===== config.mk =====
export PLATFORM = sky130hd
export DESIGN_NAME = load_result
export DESIGN_NICKNAME = d
export VERILOG_FILES = /design/src/source/lsu_pkg.sv /design/src/source/load_result.sv
export SDC_FILE = /design/constraint.sdc
export NUM_CORES = 1
export LEC_CHECK = 0
export ABC_CLOCK_PERIOD_IN_PS = 2500
export BUFFER_PORTS_ARGS = -buffer_cell sky130_fd_sc_hd__buf_2
export CORE_AREA = 4 4 67 69
export DETAILED_ROUTE_END_ITERATION = 10
export DIE_AREA = 0 0 71 73
export PLACE_DENSITY = 0.83
export SLEW_MARGIN = 5
export SYNTH_ARGS = -nofsm -noshare
export SYNTH_HDL_FRONTEND = slang
export SYNTH_SLANG_ARGS = --single-unit

===== constraint.sdc =====
create_clock -name vclk -period 2.5
set_input_delay 0.125 -clock vclk [all_inputs]
set_output_delay 0.125 -clock vclk [all_outputs]
set_load 0.005 [all_outputs]

===== src/source/lsu_pkg.sv =====
`default_nettype none

package lsu_pkg;

    // cache geometry
    localparam int unsigned WAY_NUM    = 2;
    localparam int unsigned SET_NUM    = 16;
    localparam int unsigned LINE_WORDS = 4;
    localparam int unsigned SB_SIZE    = 4;

    // address split, tag | index | word | byte
    localparam int unsigned TAG_W  = 24;
    localparam int unsigned IDX_W  = 4;
    localparam int unsigned WOFS_W = 2;

    typedef logic [$clog2(WAY_NUM)-1:0] way_idx_t;

    typedef struct packed {
        logic [TAG_W-1:0]  tag;
        logic [IDX_W-1:0]  idx;
        logic [WOFS_W-1:0] wofs;
        logic [1:0]        bofs;
    } lsu_addr_fields_t;

    // raw form for store-buffer matching, field form for SRAM indexing
    typedef union packed {
        logic [31:0]      raw;
        lsu_addr_fields_t f;
    } lsu_addr_u;

    typedef enum logic [1:0] {
        MEM_BYTE = 2'd0,
        MEM_HALF = 2'd1,
        MEM_WORD = 2'd2
    } mem_size_e;

    // write data already sits in its byte lanes
    typedef struct packed {
        logic      store;
        lsu_addr_u addr;
        mem_size_e size;
        logic      sign;
        logic [31:0] wdata;
    } lsu_req_t;

    typedef struct packed {
        logic        valid;
        logic        store;
        lsu_addr_u   addr;
        logic [3:0]  mask;
        mem_size_e   size;
        logic        sign;
        logic [31:0] wdata;
    } lsu_op_t;

    typedef struct packed {
        logic        valid;
        logic [29:0] waddr;
        logic [3:0]  strb;
        logic [31:0] data;
        way_idx_t    way;
        // line was resident when the store looked it up
        logic        present;
    } sb_entry_t;

    typedef struct packed {
        logic [3:0]  hit;
        logic [31:0] data;
    } sb_fwd_t;

    typedef struct packed {
        logic        valid;
        way_idx_t    way;
        lsu_addr_u   addr;
        logic [31:0] word;
    } refill_t;

    typedef struct packed {
        logic        valid;
        logic        hit;
        logic [31:0] data;
    } lsu_resp_t;

endpackage

`default_nettype wire


===== src/source/load_result.sv =====
`default_nettype none

module load_result (
    input  lsu_pkg::lsu_op_t            stage_op_i,
    input  logic [lsu_pkg::WAY_NUM-1:0] way_hit_i,
    input  logic [31:0]                 ram_word_i,
    input  lsu_pkg::sb_fwd_t            fwd_i,
    output lsu_pkg::lsu_resp_t          resp_o
);
    import lsu_pkg::*;

    logic [31:0] merged;
    logic [31:0] shifted;
    logic [31:0] ext;
    logic        fwd_full;
    logic        hit;

    // pending stores override the SRAM copy
    always_comb begin
        for (int b = 0; b < 4; b++) begin
            merged[8*b +: 8] = fwd_i.hit[b] ? fwd_i.data[8*b +: 8] : ram_word_i[8*b +: 8];
        end
    end

    assign fwd_full = (stage_op_i.mask & fwd_i.hit) == stage_op_i.mask;
    assign hit      = (|way_hit_i) | fwd_full;

    assign shifted = merged >> {stage_op_i.addr.f.bofs, 3'b000};

    always_comb begin
        case (stage_op_i.size)
            MEM_BYTE: ext = {{24{stage_op_i.sign & shifted[7]}}, shifted[7:0]};
            MEM_HALF: ext = {{16{stage_op_i.sign & shifted[15]}}, shifted[15:0]};
            default:  ext = merged;
        endcase
    end

    always_comb begin
        resp_o.valid = stage_op_i.valid & !stage_op_i.store;
        resp_o.hit   = hit;
        // a miss returns zero
        resp_o.data  = hit ? ext : '0;
    end

endmodule

`default_nettype wire


==> results.tsv, run 1 <==
metric	value	unit
status	finished clean	
nClkBuffers	0	
drtPass1Iterations	4	
netlist_area	0.00120	mm²
drt_iter0_drc	56	
seq_cells	0	
synth_cell_types	32	
final-hold-violation-count	0	
antenna_cells	0	
yosys_warnings	0	
grt_first_pass_wirelength	7.34	mm
syn_area_per_cell	7.82	µm²
relSlewSlack	0.651	
ir_drop	0.0000800	V
cts_setup_buffers	0	
core_area	0.00391	mm²
layout-drive-gt1-share	0.512	
worst_pin_slew	0.524	ns
vias_per_cell	5.47	
path_max_fanout	16	
n_fill_cell	400	
min_path_type	primary input to output port	
initial_core_util	0.306	
ctsHoldBuffers	0	
antenna_found_initial	0	
fin_crit_sh	0.753	
tns	0	ns
maxCapViolCount	0	
whs_path_depth	3	
drc_errors	0	
cts-resized-gates	0	
rsz0062_at_grt	false	
nNetsFinal	401	
portBuffers	115	
fmax	531	MHz
critPathCaptureType	output port	
seq_area_frac_synth	0	
leakage	0.000927	µW
power_per_cell_area	206	mW/mm²
ioPinCount	177	
min_to	resp_o[33]	
path_class	primary input to output port	
syn_nets	296	
drv_slew	0	
final_cell_mix	buf_2 (115), mux2i_1 (38), a21oi_1 (15)	
die_x	71	µm
final_common_cell	buf_2	
rows	23	
critPathLaunchType	primary input	
ant_nets	0	
postRouteWirelength	4.83	mm
fin_util	0.449	
cp.arrival	1.76	ns
routedWlPerCell	15.8	µm
seqCellArea	0	µm²
track_usage	0.171	
grt_max_degree	31	
vias	1673	
dieArea	0.00518	mm²
fin_crit	1.88	ns
worstHoldStart	stage_op_i[71]	
dp_hpwl	3.97	mm
area_growth_syn_to_layout	47.0	%
die_y	73	µm
required	2.38	ns
gp_congestion	0.907	
syn_inst	153	
grt_pass1_vias	1562	
setup_viol	0	
grt.overflow.total	0	
## through the flow
stage          total power [µW]  hold slack [ns]  instance area, µm²  worst slack, ns  instances
5_1_grt                     399            0.495                1760            0.495        306
4_1_cts                     364            0.475                1760            0.633        306
3_3_place_gp                359            0.474                1760            0.639        306
2_1_floorplan               212            0.280                1200             1.04        153
6_report                    363            0.471                1760            0.617        306
3_5_place_dp                363            0.475                1760            0.614        306
## how the worst max path moves through the flow
| stage | slack [ns] | to | cells past startpoint | start |
|---|---|---|---|---|
| after floorplan | 1.04 | resp_o[20] | 6 | fwd_i[33] |
| after global placement | 0.64 | resp_o[21] | 6 | stage_op_i[40] |
| after detailed placement | 0.61 | resp_o[20] | 6 | stage_op_i[40] |
| after CTS | 0.63 | resp_o[20] | 6 | stage_op_i[40] |
| after global routing | 0.50 | resp_o[18] | 6 | stage_op_i[40] |
| final | 0.62 | resp_o[22] | 6 | stage_op_i[40] |
## cell usage after synthesis, types with 2 or more instances
master	instances	share of area
a21oi_1	15	0.063
o22ai_1	13	0.068
mux2i_1	38	0.32
nand2b_1	5	0.026
a2bb2oi_1	4	0.029
a31oi_1	3	0.016
o21bai_1	2	0.013
o21ai_0	3	0.013
a221oi_2	2	0.025
buf_6	8	0.075
nand2_1	2	0.0063
buf_2	2	0.0084
clkbuf_1	6	0.019
a221oi_1	14	0.10
nor2b_1	6	0.031
nor3_1	3	0.013
nor2_1	12	0.038
## cells by family (layout without fill, tap and decap cells)
| logic type | after synthesis | in the layout | synth area share |
|---|---|---|---|
| AOI/OAI and AO/OA | 66 | 66 | 0.433 |
| buffers and inverters | 19 | 122 | 0.115 |
| muxes | 39 | 39 | 0.331 |
| and+or+nand+nor | 29 | 29 | 0.121 |
## critical path, stage by stage
cell	delay, ns
buf_2	0.30
nand2b_1	0.36
o22ai_2	0.16
a31oi_4	0.47
a221oi_1	0.18
buf_2	0.16
## power breakdown
| part | switching [µW] | internal (µW) |
|---|---|---|
| combinational | 182 | 180 |
| sequential | 0 | 0 |
| clock | 0 | 0 |
| total | 182 | 180 |
## layout make-up
class	instances	area, µm²	area share
Inverter	1	3.75	0.00214
Tap cell	50	62.6	0.0356
Multi-Input combinational cell	134	1060	0.602
Timing Repair Buffer	121	633	0.360
## layer usage
layer / vias to the layer above / track usage / wire length, µm
li1: 823 / - / -
met1: 757 / 0.234 / 2000
met2: 91 / 0.297 / 2310
met3: 2 / 0.0248 / 502
met4: 0 / 0.0125 / 20
met5: - / 0 / 0
(Power assumes the default switching activity.)
==> inputs of run 2 (changes only) <==
--- a/config.mk
+++ b/config.mk
@@ -5,12 +5,13 @@
 export SDC_FILE = /design/constraint.sdc
 export NUM_CORES = 1
 export LEC_CHECK = 0
-export ABC_CLOCK_PERIOD_IN_PS = 2500
+export ABC_CLOCK_PERIOD_IN_PS = 1800
 export BUFFER_PORTS_ARGS = -buffer_cell sky130_fd_sc_hd__buf_2
-export CORE_AREA = 4 4 67 69
+export CORE_ASPECT_RATIO = 1.25
+export CORE_MARGIN = 4
+export CORE_UTILIZATION = 31
 export DETAILED_ROUTE_END_ITERATION = 10
-export DIE_AREA = 0 0 71 73
-export PLACE_DENSITY = 0.83
+export PLACE_DENSITY = 0.84
 export SLEW_MARGIN = 5
 export SYNTH_ARGS = -nofsm -noshare
 export SYNTH_HDL_FRONTEND = slang
==> constraint.sdc (replaced) <==
create_clock -name vclk -period 1.8
set_input_delay 0.09 -clock vclk [all_inputs]
set_output_delay 0.09 -clock vclk [all_outputs]
set_load 0.005 [all_outputs]
==> results.tsv, run 2 (synthesis results as in run 1) <==
metric	value	unit
slowest_delay	0.32	ns
setup_viol	0	
vias	1718	
min_path_type	primary input to output port	
stdcell_count	304	
vias_per_cell	5.65	
final_cell_mix	buf_2 (115), mux2i_1 (37), a21oi_1 (15)	
routedWlPerCell	16.6	µm
ctsHoldBuffers	0	
status	finished clean	
initial_core_util	0.319	
cp_slowest_cell	a221oi_1	
drtPass1Iterations	4	
cp.arrival	1.59	ns
finalInstanceArea	0.00182	mm²
gp_congestion	0.953	
drc_errors	0	
crit_path_cell_trace	buf_2, buf_4, nand2_1, o2bb2ai_2, o311ai_4, buf_12, a221oi_1, buf_2	
tns	0	ns
drt_iter0_drc	65	
fin_util	0.485	
leakage	0.000969	µW
critPathLaunchType	primary input	
final-hold-violation-count	0	
grt.overflow.total	0	
fin_crit_sh	0.934	
fin_crit	1.68	ns
cpMostUsedCell	buf_2	
core_area	0.00375	mm²
setup_ws	0.118	ns
die_y	77.5	µm
placed_cells	303	
rows	25	
ir_drop	0.0000833	V
antenna_cells	0	
grt_pass1_vias	1709	
seq_cells	0	
critPathCaptureType	output port	
portBuffers	115	
grt_max_degree	24	
antenna_found_initial	0	
layout-drive-gt1-share	0.530	
rsz0062_at_grt	false	
ant_nets	0	
dp_hpwl	4.33	mm
track_usage	0.190	
critPathLaunch	stage_op_i[39]	
path_max_fanout	23	
dp_slack	0.0135	ns
worst_pin_slew	0.469	ns
maxCapViolCount	0	
path_class	primary input to output port	
relSlewSlack	0.685	
area_growth_syn_to_layout	52.3	%
place_area	0.00180	mm²
die_x	63.6	µm
worstHoldStart	stage_op_i[71]	
fmax	595	MHz
min_to	resp_o[33]	
dieArea	0.00492	mm²
final_common_cell	buf_2	
nClkBuffers	0	
whs_path_depth	3	
grt_first_pass_wirelength	7.81	mm
ioPinCount	177	
drv_slew	0	
seqCellArea	0	µm²
nNetsFinal	409	
power_per_cell_area	291	mW/mm²
required	1.71	ns
postRouteWirelength	5.04	mm
-- run 2: worst max-delay path by stage --
stage	to	slack (ns)	cells after the start
finish	resp_o[27]	0.12	8
global route	resp_o[27]	0.009	7
CTS	resp_o[27]	0.01	6
detailed placement	resp_o[27]	0.01	6
global placement	resp_o[18]	0.04	6
floorplan	resp_o[20]	0.41	6
-- run 2: power by group --
| part | internal, µW | switching (µW) |
|---|---|---|
| registers | 0 | 0 |
| clock network | 0 | 0 |
| logic | 268 | 263 |
| total | 268 | 263 |
-- run 2: final cells by class --
| cell class | count | area [µm²] |
|---|---|---|
| tap | 40 | 50.0 |
| timing repair buffer | 129 | 706 |
| multi-input combinational | 134 | 1060 |
| fill | 405 | 1930 |
| inverter | 1 | 3.75 |
-- run 2: routing by layer --
metal	up-vias	GRT usage	wire length, µm
met5	-	0	0
met4	0	0.0281	61
met3	6	0.0333	421
met2	78	0.380	2740
met1	793	0.205	1820
li1	841	-	-
-- run 2: repair_timing --
item | 4_1_cts | 5_1_grt
resized for setup | 0 | 1
buffers inserted | 0 | 1
endpoints found under the setup margin | 0 | 16
-- run 2: through the flow --
stage	power [µW]	hold WS, ns
after floorplan	295	0.210
after global placement	512	0.395
after detailed placement	522	0.400
after CTS	523	0.400
after global routing	579	0.418
final	531	0.398
-- run 2: critical path, delay by kind of cell --
kind,cells,cell delay [ns]
buf+inv,4,0.71
compound gates,3,0.71
simple gates,1,0.07
==> inputs of run 3 (changes only) <==
--- a/config.mk
+++ b/config.mk
@@ -7,11 +7,13 @@
 export LEC_CHECK = 0
 export ABC_CLOCK_PERIOD_IN_PS = 1800
 export BUFFER_PORTS_ARGS = -buffer_cell sky130_fd_sc_hd__buf_2
+export CELL_PAD_IN_SITES_DETAIL_PLACEMENT = 1
+export CELL_PAD_IN_SITES_GLOBAL_PLACEMENT = 1
 export CORE_ASPECT_RATIO = 1.25
 export CORE_MARGIN = 4
-export CORE_UTILIZATION = 31
+export CORE_UTILIZATION = 18
 export DETAILED_ROUTE_END_ITERATION = 10
-export PLACE_DENSITY = 0.84
+export PLACE_DENSITY_LB_ADDON = 0.1
 export SLEW_MARGIN = 5
 export SYNTH_ARGS = -nofsm -noshare
 export SYNTH_HDL_FRONTEND = slang
==> results.tsv, run 3 (synthesis results as in run 1) <==
metric	value	unit
status	finished clean	
multi_input_area	0.00106	mm²
ant_nets	0	
track_usage	0.139	
antenna_found_initial	0	
routedWlPerCell	17.2	µm
nNetsFinal	411	
fin_crit	1.68	ns
dp_hpwl	5.22	mm
path_max_fanout	16	
critPathLaunchType	primary input	
antenna_cells	0	
grt_first_pass_wirelength	8.98	mm
required	1.71	ns
ioPinCount	177	
portBuffers	115	
cp.arrival	1.59	ns
rsz0062_at_grt	false	
path_class	primary input to output port	
power_per_cell_area	287	mW/mm²
core_area	0.00633	mm²
gp_congestion	0.769	
critPathCaptureType	output port	
die_y	99.1	µm
initial_core_util	0.189	
grtUsageMet1	0.178	
min_path_type	primary input to output port	
vias	1681	
grt_pass1_vias	1737	
seq_cells	0	
grtUsageMet2	0.262	
fmax	596	MHz
setup_viol	0	
cts-resized-gates	0	
drt_iter0_drc	38	
leakage	0.000979	µW
final_cell_mix	buf_2 (115), mux2i_1 (38), a21oi_1 (15)	
drc_errors	0	
grt_most_used_layer	met2	
vias_per_cell	4.79	
fin_crit_sh	0.932	
grt_util_met3	0.0154	
seqCellArea	0	µm²
tns	0	ns
worst_pin_slew	0.489	ns
ctsHoldBuffers	0	
relSlewSlack	0.673	
maxCapViolCount	0	
worstHoldStart	stage_op_i[71]	
final_common_cell	buf_2	
min_to	resp_o[33]	
placed_cells	350	
drtPass1Iterations	4	
postRouteWirelength	6.04	mm
nClkBuffers	0	
die_x	80.9	µm
cts_setup_buffers	0	
dieArea	0.00802	mm²
whs_path_depth	3	
grt_max_degree	26	
ir_drop	0.0000821	V
n_fill_cell	831	
drv_slew	0	
rows	32	
stdcell_count	351	
layout-drive-gt1-share	0.530	
final-hold-violation-count	0	
grt.overflow.total	0	
area_growth_syn_to_layout	57.9	%
-- run 3: cell count changes in the layout (fill, tap and decap cells not counted) --
cell / change
buf_4: +2
mux2i_1: +1
mux2i_2: -1
-- run 3: power breakdown --
group          leakage [µW]  switching [µW]  internal (µW)  total, µW
Combinational      0.000979             273            270        542
Clock                     0               0              0          0
Sequential                0               0              0          0
Total              0.000979             273            270        542
-- run 3: metrics by stage --
step                      setup WS (ns)  utilization  power [µW]  area, µm²  hold WS (ns)
after floorplan                   0.412            -         295       1200         0.210
after global placement           0.0537        0.295         540       1870         0.398
after detailed placement         0.0438        0.295         544       1870         0.400
after CTS                        0.0438        0.295         545       1870         0.399
after global routing             0.0320        0.299         596       1890         0.422
final                             0.123        0.299         542       1890         0.396
-- run 3: layout make-up --
class,instances,area share
Timing Repair Buffer,131,0.381
Multi-Input combinational cell,134,0.560
Tap cell,85,0.0563
Inverter,1,0.00199
-- run 3: critical path: stages --
cell and delay, ns:
buf_2 0.16, buf_4 0.18, nor2_1 0.19, a41o_2 0.25, a31oi_4 0.04, buf_12 0.16
a221oi_1 0.33, buf_2 0.17
-- run 3: worst max path at each step --
stage	from	end	slack (ns)	cells past startpoint
6_report	stage_op_i[39]	resp_o[27]	0.12	8
5_1_grt	stage_op_i[39]	resp_o[26]	0.03	8
3_5_place_dp	fwd_i[33]	resp_o[27]	0.04	6
2_1_floorplan	fwd_i[33]	resp_o[20]	0.41	6
4_1_cts	fwd_i[33]	resp_o[27]	0.04	6
3_3_place_gp	fwd_i[33]	resp_o[29]	0.05	6
-- run 3: routing by layer --
metal  up-vias  routed length (µm)
met4         0                   0
li1        842                   -
met1       774                2500
met3         0                 489
met2        65                3050
met5         -                   0
