### src/source/lsu_pkg.sv
`default_nettype none

package lsu_pkg;

    // cache geometry
    localparam int unsigned WAY_NUM    = 2;
    localparam int unsigned SET_NUM    = 16;
    localparam int unsigned LINE_WORDS = 4;
    localparam int unsigned SB_SIZE    = 4;

    // address split, tag | index | word | byte
    localparam int unsigned TAG_W  = 24;
    localparam int unsigned IDX_W  = 4;
    localparam int unsigned WOFS_W = 2;

    typedef logic [$clog2(WAY_NUM)-1:0] way_idx_t;

    typedef struct packed {
        logic [TAG_W-1:0]  tag;
        logic [IDX_W-1:0]  idx;
        logic [WOFS_W-1:0] wofs;
        logic [1:0]        bofs;
    } lsu_addr_fields_t;

    // raw form for store-buffer matching, field form for SRAM indexing
    typedef union packed {
        logic [31:0]      raw;
        lsu_addr_fields_t f;
    } lsu_addr_u;

    typedef enum logic [1:0] {
        MEM_BYTE = 2'd0,
        MEM_HALF = 2'd1,
        MEM_WORD = 2'd2
    } mem_size_e;

    // write data already sits in its byte lanes
    typedef struct packed {
        logic      store;
        lsu_addr_u addr;
        mem_size_e size;
        logic      sign;
        logic [31:0] wdata;
    } lsu_req_t;

    typedef struct packed {
        logic        valid;
        logic        store;
        lsu_addr_u   addr;
        logic [3:0]  mask;
        mem_size_e   size;
        logic        sign;
        logic [31:0] wdata;
    } lsu_op_t;

    typedef struct packed {
        logic        valid;
        logic [29:0] waddr;
        logic [3:0]  strb;
        logic [31:0] data;
        way_idx_t    way;
        // line was resident when the store looked it up
        logic        present;
    } sb_entry_t;

    typedef struct packed {
        logic [3:0]  hit;
        logic [31:0] data;
    } sb_fwd_t;

    typedef struct packed {
        logic        valid;
        way_idx_t    way;
        lsu_addr_u   addr;
        logic [31:0] word;
    } refill_t;

    typedef struct packed {
        logic        valid;
        logic        hit;
        logic [31:0] data;
    } lsu_resp_t;

endpackage

`default_nettype wire

### src/source/dcache_lookup.sv
`default_nettype none

module dcache_lookup (
    input  logic                        clk,
    input  logic                        rst_n_i,
    input  logic                        flush_i,
    input  lsu_pkg::lsu_op_t            op_i,
    input  lsu_pkg::refill_t            refill_i,
    input  lsu_pkg::sb_entry_t          drain_i,
    output lsu_pkg::lsu_op_t            stage_op_o,
    output logic [lsu_pkg::WAY_NUM-1:0] way_hit_o,
    output logic [31:0]                 ram_word_o
);
    import lsu_pkg::*;

    lsu_op_t                 stage_op_q;
    sb_entry_t               wr_ent;
    sb_entry_t               hold_q;
    sb_entry_t               hold_d;
    logic                    drain_wr;
    logic [IDX_W+WOFS_W-1:0] rd_word;
    logic [IDX_W+WOFS_W-1:0] stage_word;
    logic [WAY_NUM-1:0]      conflict;
    logic [WAY_NUM-1:0]      conflict_q;
    logic [3:0]              wr_strb_q;
    logic [31:0]             wr_data_q;
    logic [TAG_W:0]          tag_rd [WAY_NUM];
    logic [31:0]             data_rd [WAY_NUM];
    logic [31:0]             way_word [WAY_NUM];

    assign rd_word    = {op_i.addr.f.idx, op_i.addr.f.wofs};
    assign stage_word = {stage_op_q.addr.f.idx, stage_op_q.addr.f.wofs};
    assign drain_wr   = drain_i.valid & drain_i.present;

    // port 1 source, refill first, then a held drain, then a fresh drain
    always_comb begin
        wr_ent = '0;
        hold_d = hold_q;
        if (refill_i.valid) begin
            wr_ent.valid   = 1'b1;
            wr_ent.waddr   = refill_i.addr.raw[31:2];
            wr_ent.strb    = 4'hf;
            wr_ent.data    = refill_i.word;
            wr_ent.way     = refill_i.way;
            wr_ent.present = 1'b1;
            if (!hold_q.valid) begin
                hold_d = drain_wr ? drain_i : '0;
            end
        end else if (hold_q.valid) begin
            wr_ent = hold_q;
            hold_d = drain_wr ? drain_i : '0;
        end else if (drain_wr) begin
            wr_ent = drain_i;
        end
    end

    always_ff @(posedge clk or negedge rst_n_i) begin
        if (!rst_n_i) begin
            stage_op_q <= '0;
            conflict_q <= '0;
            hold_q     <= '0;
        end else begin
            stage_op_q <= flush_i ? '0 : op_i;
            conflict_q <= flush_i ? '0 : conflict;
            hold_q     <= hold_d;
        end
    end

    always_ff @(posedge clk) begin
        wr_strb_q <= wr_ent.strb;
        wr_data_q <= wr_ent.data;
    end

    for (genvar w = 0; w < WAY_NUM; w++) begin : g_way
        // same word written while it is read, the read port sees old data
        assign conflict[w] = op_i.valid & wr_ent.valid & (wr_ent.way == way_idx_t'(w))
                           & (wr_ent.waddr[IDX_W+WOFS_W-1:0] == rd_word);

        dpsram #(
            .DATA_W(TAG_W + 1),
            .DEPTH (SET_NUM),
            .STRB_W(1)
        ) u_tag_ram (
            .clk      (clk),
            .rd_en_i  (op_i.valid),
            .rd_addr_i(op_i.addr.f.idx),
            .rd_data_o(tag_rd[w]),
            .wr_en_i  (refill_i.valid && refill_i.way == way_idx_t'(w)),
            .wr_addr_i(refill_i.addr.f.idx),
            .wr_strb_i(1'b1),
            .wr_data_i({1'b1, refill_i.addr.f.tag})
        );

        dpsram #(
            .DATA_W(32),
            .DEPTH (SET_NUM * LINE_WORDS),
            .STRB_W(4)
        ) u_data_ram (
            .clk      (clk),
            .rd_en_i  (op_i.valid),
            .rd_addr_i(rd_word),
            .rd_data_o(data_rd[w]),
            .wr_en_i  (wr_ent.valid && wr_ent.way == way_idx_t'(w)),
            .wr_addr_i(wr_ent.waddr[IDX_W+WOFS_W-1:0]),
            .wr_strb_i(wr_ent.strb),
            .wr_data_i(wr_ent.data)
        );

        assign way_hit_o[w] = stage_op_q.valid & tag_rd[w][TAG_W]
                            & (tag_rd[w][TAG_W-1:0] == stage_op_q.addr.f.tag);

        // patch in bytes written at the read edge and bytes still in hold
        always_comb begin
            way_word[w] = data_rd[w];
            for (int b = 0; b < 4; b++) begin
                if (conflict_q[w] && wr_strb_q[b]) begin
                    way_word[w][8*b +: 8] = wr_data_q[8*b +: 8];
                end
                if (hold_q.valid && hold_q.way == way_idx_t'(w) && hold_q.strb[b]
                        && hold_q.waddr[IDX_W+WOFS_W-1:0] == stage_word) begin
                    way_word[w][8*b +: 8] = hold_q.data[8*b +: 8];
                end
            end
        end
    end

    always_comb begin
        ram_word_o = '0;
        for (int w = 0; w < WAY_NUM; w++) begin
            if (way_hit_o[w]) begin
                ram_word_o = way_word[w];
            end
        end
    end

    assign stage_op_o = stage_op_q;

    a_one_way: assert property (@(posedge clk) disable iff (!rst_n_i)
        stage_op_q.valid |-> $onehot0(way_hit_o))
        else $error("line present in more than one way");

endmodule

`default_nettype wire

### src/source/dpsram.sv
`default_nettype none

module dpsram #(
    parameter int unsigned DATA_W = 32,
    parameter int unsigned DEPTH  = 64,
    parameter int unsigned STRB_W = 4,
    parameter int unsigned ADDR_W = $clog2(DEPTH)
) (
    input  logic              clk,
    // port 0, read only
    input  logic              rd_en_i,
    input  logic [ADDR_W-1:0] rd_addr_i,
    output logic [DATA_W-1:0] rd_data_o,
    // port 1, write only, lane strobes
    input  logic              wr_en_i,
    input  logic [ADDR_W-1:0] wr_addr_i,
    input  logic [STRB_W-1:0] wr_strb_i,
    input  logic [DATA_W-1:0] wr_data_i
);

    // cleared at start so every tag begins invalid
    logic [DATA_W-1:0] mem [DEPTH] = '{default: '0};

    always_ff @(posedge clk) begin
        if (rd_en_i) begin
            rd_data_o <= mem[rd_addr_i];
        end
    end

    always_ff @(posedge clk) begin
        if (wr_en_i) begin
            for (int l = 0; l < STRB_W; l++) begin
                if (wr_strb_i[l]) begin
                    mem[wr_addr_i][l*(DATA_W/STRB_W) +: (DATA_W/STRB_W)] <=
                        wr_data_i[l*(DATA_W/STRB_W) +: (DATA_W/STRB_W)];
                end
            end
        end
    end

endmodule

`default_nettype wire

### config.mk
export PLATFORM = sky130hd
export DESIGN_NAME = dcache_lookup
export DESIGN_NICKNAME = d
export VERILOG_FILES = /design/src/source/lsu_pkg.sv /design/src/source/dcache_lookup.sv /design/src/source/dpsram.sv
export SDC_FILE = /design/constraint.sdc
export NUM_CORES = 2
export LEC_CHECK = 0
export BUFFER_PORTS_ARGS = -buffer_cell sky130_fd_sc_hd__buf_4
export CAP_MARGIN = 20
export CELL_PAD_IN_SITES_DETAIL_PLACEMENT = 1
export CELL_PAD_IN_SITES_GLOBAL_PLACEMENT = 1
export CORE_MARGIN = 2
export CORE_UTILIZATION = 37
export CTS_BUF_LIST = sky130_fd_sc_hd__clkbuf_4
export DETAILED_ROUTE_END_ITERATION = 12
export PLACE_DENSITY = 0.55
export SLEW_MARGIN = 20
export SYNTH_ARGS = -nofsm -noshare
export SYNTH_HDL_FRONTEND = slang
export SYNTH_MEMORY_MAX_BITS = 65536
export SYNTH_SLANG_ARGS = --single-unit
### constraint.sdc
create_clock -name clk -period 7.7 [get_ports clk]
set_input_delay 0.77 -clock clk [delete_from_list [all_inputs] [get_ports clk]]
set_output_delay 0.77 -clock clk [all_outputs]
set_load 0.02 [all_outputs]
==> impl_metrics.env <==
export IMPL_cap_violations=0
export IMPL_die_area_mm2=0.543
export IMPL_finalCriticalPeriod_ps=6510
export IMPL_cts_htree_levels=7
export IMPL_worst_slew_margin_rel_pct=20.9
export IMPL_min_from="refill_i[45]"
export IMPL_class_of_the_most_critical_setup_path="reg2out"
export IMPL_setup_clock_skew_after_layout_ps=159
export IMPL_async_flop_share_pct=2.30
export IMPL_timing_hold_ws_ps=122
export IMPL_tritoncts="built"
export IMPL_ant_nets=0
export IMPL_floorplan_die_height_um=737
export IMPL_placement_rows=269
export IMPL_drt_first_iter_violations=11359
export IMPL_synthesis_area_per_instance_um2=21.3
export IMPL_hold_path_endpoint="g_way[0].u_tag_ram.mem[0][5]$_DFFE_PP_"
export IMPL_grt_pass1_wl_um=890000
export IMPL_fillers=50940
export IMPL_synth_seq_cells=5165
export IMPL_cell_area_synth_mm2=0.199
export IMPL_rr_worst_depth=6
export IMPL_finalSetupTns_ps=0
export IMPL_place_detailed_instances=16526
export IMPL_hold_path_cell_count=3
export IMPL_critical_path_fanout_max=49
export IMPL_routedWlPerCell_um=33.1
export IMPL_track_usage_pct=23.6
export IMPL_area_sequential_mm2=0.154
export IMPL_viasPerCell=5.56
export IMPL_timing_rr_end="g_way[0].u_data_ram.mem[57][20]$_DFFE_PP_"
export IMPL_drv_slew=0
export IMPL_multiInputGateArea_mm2=0.0434
export IMPL_grt_setup_unrepaired="false"
export IMPL_ctsRootBufferMaster="sky130_fd_sc_hd__clkbuf_4"
export IMPL_numClockSinks=5165
export IMPL_core_mm2=0.536
export IMPL_synth_cells=9311
export IMPL_cts_buffers_inserted=1395
export IMPL_first_pass_iters=7
export IMPL_peakVddDrop_uv=162
export IMPL_setup_reg_to_reg_worst_slack_ps=2470
export IMPL_worst_r2r_start="hold_q[68]$_DFF_PN0_"
export IMPL_worstSetupStartpointType="flip-flop"
export IMPL_grt_pass1_vias=114394
export IMPL_synth_main_ff_cell="sky130_fd_sc_hd__edfxtp_1"
export IMPL_nNetsFinal=11447
export IMPL_clk_pin_slew_worst_paths_ps=70
export IMPL_max_freq_mhz=154
export IMPL_gpl_final_weighted_congestion=0.821
export IMPL_tightest_slew_ps=1190
export IMPL_power_per_cell_area_mw_per_mm2=252
export IMPL_final_hold_violation_count=0
export IMPL_postRouteWirelength_um=641000
export IMPL_hpwl_um=384000
export IMPL_clock_tree_buffer_depth=5
export IMPL_layout_area_overhead_vs_synth_pct=17.2
export IMPL_post_route_cells_drive_above_1_share_pct=34.4
export IMPL_antenna_found_initial=72
export IMPL_run_status="finished clean"
export IMPL_worst_setup_path_end_kind="output pin"
export IMPL_critical_path_required_ps=6930
export IMPL_final_cells=19388
export IMPL_holdCritPathClass="in2reg"
export IMPL_timing_critical_path_arrival_ps=5740
export IMPL_setup_viol_count_final=0
export IMPL_place_port_buffers=291
export IMPL_number_of_i_o_pins=318
export IMPL_ctsResizeCount=0
export IMPL_ys_types=60
export IMPL_layout_worst_path_cycle_share_pct=84.5
export IMPL_ys_warn_count=0
export IMPL_detail_route_drc_violations=0
export IMPL_synth_enable_flop_cells=5010
export IMPL_p_leak_nw=75.4
export IMPL_num_vias=107852
export IMPL_globalRoute_totalOverflow=0
export IMPL_grt_max_degree=130
export IMPL_die_width_um=737
export IMPL_floorplan_initialDensity_pct=37.1
export IMPL_clk_insertion_delay_late_ps=1830
export IMPL_synth_seq_area_share_pct=77.6
-- Yosys cell counts, types with 4 or more instances --
cell | instances | area [µm²]
sky130_fd_sc_hd__edfxtp_1 | 5010 | 150000
sky130_fd_sc_hd__mux4_2 | 1274 | 28700
sky130_fd_sc_hd__nor2_1 | 523 | 1960
sky130_fd_sc_hd__clkbuf_1 | 373 | 1400
sky130_fd_sc_hd__nand2_1 | 339 | 1270
sky130_fd_sc_hd__a22oi_1 | 194 | 1460
sky130_fd_sc_hd__nand3_1 | 148 | 741
sky130_fd_sc_hd__and3_1 | 134 | 838
sky130_fd_sc_hd__buf_2 | 134 | 671
sky130_fd_sc_hd__o22ai_1 | 127 | 795
sky130_fd_sc_hd__o221ai_1 | 126 | 1100
sky130_fd_sc_hd__dfrtp_1 | 119 | 2980
sky130_fd_sc_hd__nor2b_1 | 106 | 663
sky130_fd_sc_hd__nor3_1 | 101 | 505
sky130_fd_sc_hd__o21ai_0 | 78 | 390
sky130_fd_sc_hd__buf_1 | 71 | 267
sky130_fd_sc_hd__a221oi_1 | 64 | 561
sky130_fd_sc_hd__xnor2_1 | 43 | 377
sky130_fd_sc_hd__dfxtp_1 | 36 | 721
sky130_fd_sc_hd__a21oi_1 | 35 | 175
sky130_fd_sc_hd__mux2_2 | 34 | 383
sky130_fd_sc_hd__mux2i_1 | 34 | 340
sky130_fd_sc_hd__o32ai_1 | 32 | 280
sky130_fd_sc_hd__a211oi_1 | 25 | 188
sky130_fd_sc_hd__nand4_1 | 20 | 125
sky130_fd_sc_hd__nand2b_1 | 19 | 119
sky130_fd_sc_hd__nand3_4 | 18 | 315
sky130_fd_sc_hd__xor2_1 | 17 | 149
sky130_fd_sc_hd__and2_1 | 8 | 50.1
sky130_fd_sc_hd__nand4b_1 | 7 | 61.3
sky130_fd_sc_hd__or2_2 | 6 | 37.5
sky130_fd_sc_hd__inv_1 | 5 | 18.8
sky130_fd_sc_hd__o31ai_4 | 5 | 106
sky130_fd_sc_hd__o32ai_2 | 4 | 65.1
-- layer usage --
| layer | global-route usage (%) | vias up | part of all wire [%] |
|---|---|---|---|
| li1 | - | 43723 | - |
| met1 | 30.9 | 58465 | 40 |
| met2 | 37.9 | 4757 | 49 |
| met3 | 5.71 | 895 | 7.7 |
| met4 | 10.0 | 12 | 3.7 |
| met5 | 0 | - | 0.015 |
-- timing repair --
action,CTS,global route
setup buffers,0,0
hold buffers,491,0
endpoints found under the hold margin,4634,0
-- worst max path at each step --
stage,startpoint,to,slack [ps],depth (start not counted)
floorplan,drain_i[0],g_way[0].u_data_ram.mem[0][15]$_DFFE_PP_,-340,8
global placement,refill_i[65],g_way[1].u_data_ram.mem[39][22]$_DFFE_PP_,2010,7
detailed placement,refill_i[65],g_way[1].u_data_ram.mem[16][3]$_DFFE_PP_,2130,8
CTS,hold_q[68]$_DFF_PN0_,ram_word_o[17],1140,5
global route,hold_q[68]$_DFF_PN0_,ram_word_o[22],1040,5
finish,hold_q[68]$_DFF_PN0_,ram_word_o[16],1190,5
-- layout make-up --
type | count | share of cell area (%)
clock inverter | 352 | 0.717
clock buffer | 1969 | 6.35
tap | 7181 | 3.86
timing repair buffer | 1081 | 4.19
sequential | 5165 | 66.2
multi-input combinational | 3587 | 18.6
antenna | 47 | 0.0505
inverter | 6 | 0.0102
-- stage by stage --
step	util, %	setup WS (ps)	instance area, µm²	power [mW]
final	43.5	1190	233000	58.6
after global routing	43.4	1040	233000	60.8
after CTS	43.4	1140	233000	59.2
after detailed placement	39.4	2130	211000	35.7
after global placement	39.4	2010	211000	35.6
after floorplan	-	-338	199000	34.0
-- flip-flops by register name, indices dropped and copies added, names as in the netlist --
| signal | cells |
|---|---|
| hold_q | 44 |
| g_way.u_tag_ram.rd_data_o | 50 |
| g_way.u_tag_ram.mem | 800 |
| wr_data_q | 32 |
| conflict_q | 2 |
| wr_strb_q | 4 |
| g_way.u_data_ram.rd_data_o | 64 |
| stage_op_o | 73 |
| g_way.u_data_ram.mem | 4096 |
-- logic make-up (layout without fill, tap and decap cells) --
| family | after synthesis | after routing | share of synthesized area, % |
|---|---|---|---|
| adder cells (fa/ha/maj) | 1 | 1 | 0.00504 |
| buffers and inverters | 590 | 3408 | 1.22 |
| XOR/XNOR | 60 | 60 | 0.265 |
| other | 1 | 79 | 0.00189 |
| AO/OA/AOI/OAI | 716 | 716 | 2.70 |
| flip-flops | 5165 | 5165 | 77.6 |
| AND/OR/NAND/NOR | 1436 | 1436 | 3.40 |
| multiplexers | 1342 | 1342 | 14.8 |
-- layout by cell type, fill, tap and decap left out, types with 58 or more instances in the layout --
| master | n |
|---|---|
| sky130_fd_sc_hd__a22oi_1 | 194 |
| sky130_fd_sc_hd__nand2_1 | 325 |
| sky130_fd_sc_hd__o22ai_1 | 127 |
| sky130_fd_sc_hd__buf_4 | 556 |
| sky130_fd_sc_hd__clkinv_1 | 284 |
| sky130_fd_sc_hd__dlygate4sd3_1 | 470 |
| sky130_fd_sc_hd__nor3_2 | 58 |
| sky130_fd_sc_hd__nor2_1 | 486 |
| sky130_fd_sc_hd__and3_1 | 134 |
| sky130_fd_sc_hd__nor2b_1 | 102 |
| sky130_fd_sc_hd__clkbuf_4 | 1969 |
| sky130_fd_sc_hd__o221ai_1 | 126 |
| sky130_fd_sc_hd__dfrtp_1 | 118 |
| sky130_fd_sc_hd__nand3_1 | 139 |
| sky130_fd_sc_hd__mux4_2 | 1274 |
| sky130_fd_sc_hd__edfxtp_1 | 5010 |
| sky130_fd_sc_hd__a221oi_1 | 64 |
-- report_power, final --
part	switching [mW]	internal (mW)
Clock	11.2	12.1
Combinational	2.59	1.27
Sequential	0.202	31.3
-- worst max-delay path, cell delays in order, from the launching register on --
cell and delay, ps:
sky130_fd_sc_hd__dfrtp_4 810, sky130_fd_sc_hd__and2_1 560, sky130_fd_sc_hd__nand4_1 860, sky130_fd_sc_hd__and3_1 460, sky130_fd_sc_hd__o32ai_1 920, sky130_fd_sc_hd__buf_4 290
Power figures use the tool's default switching activity.
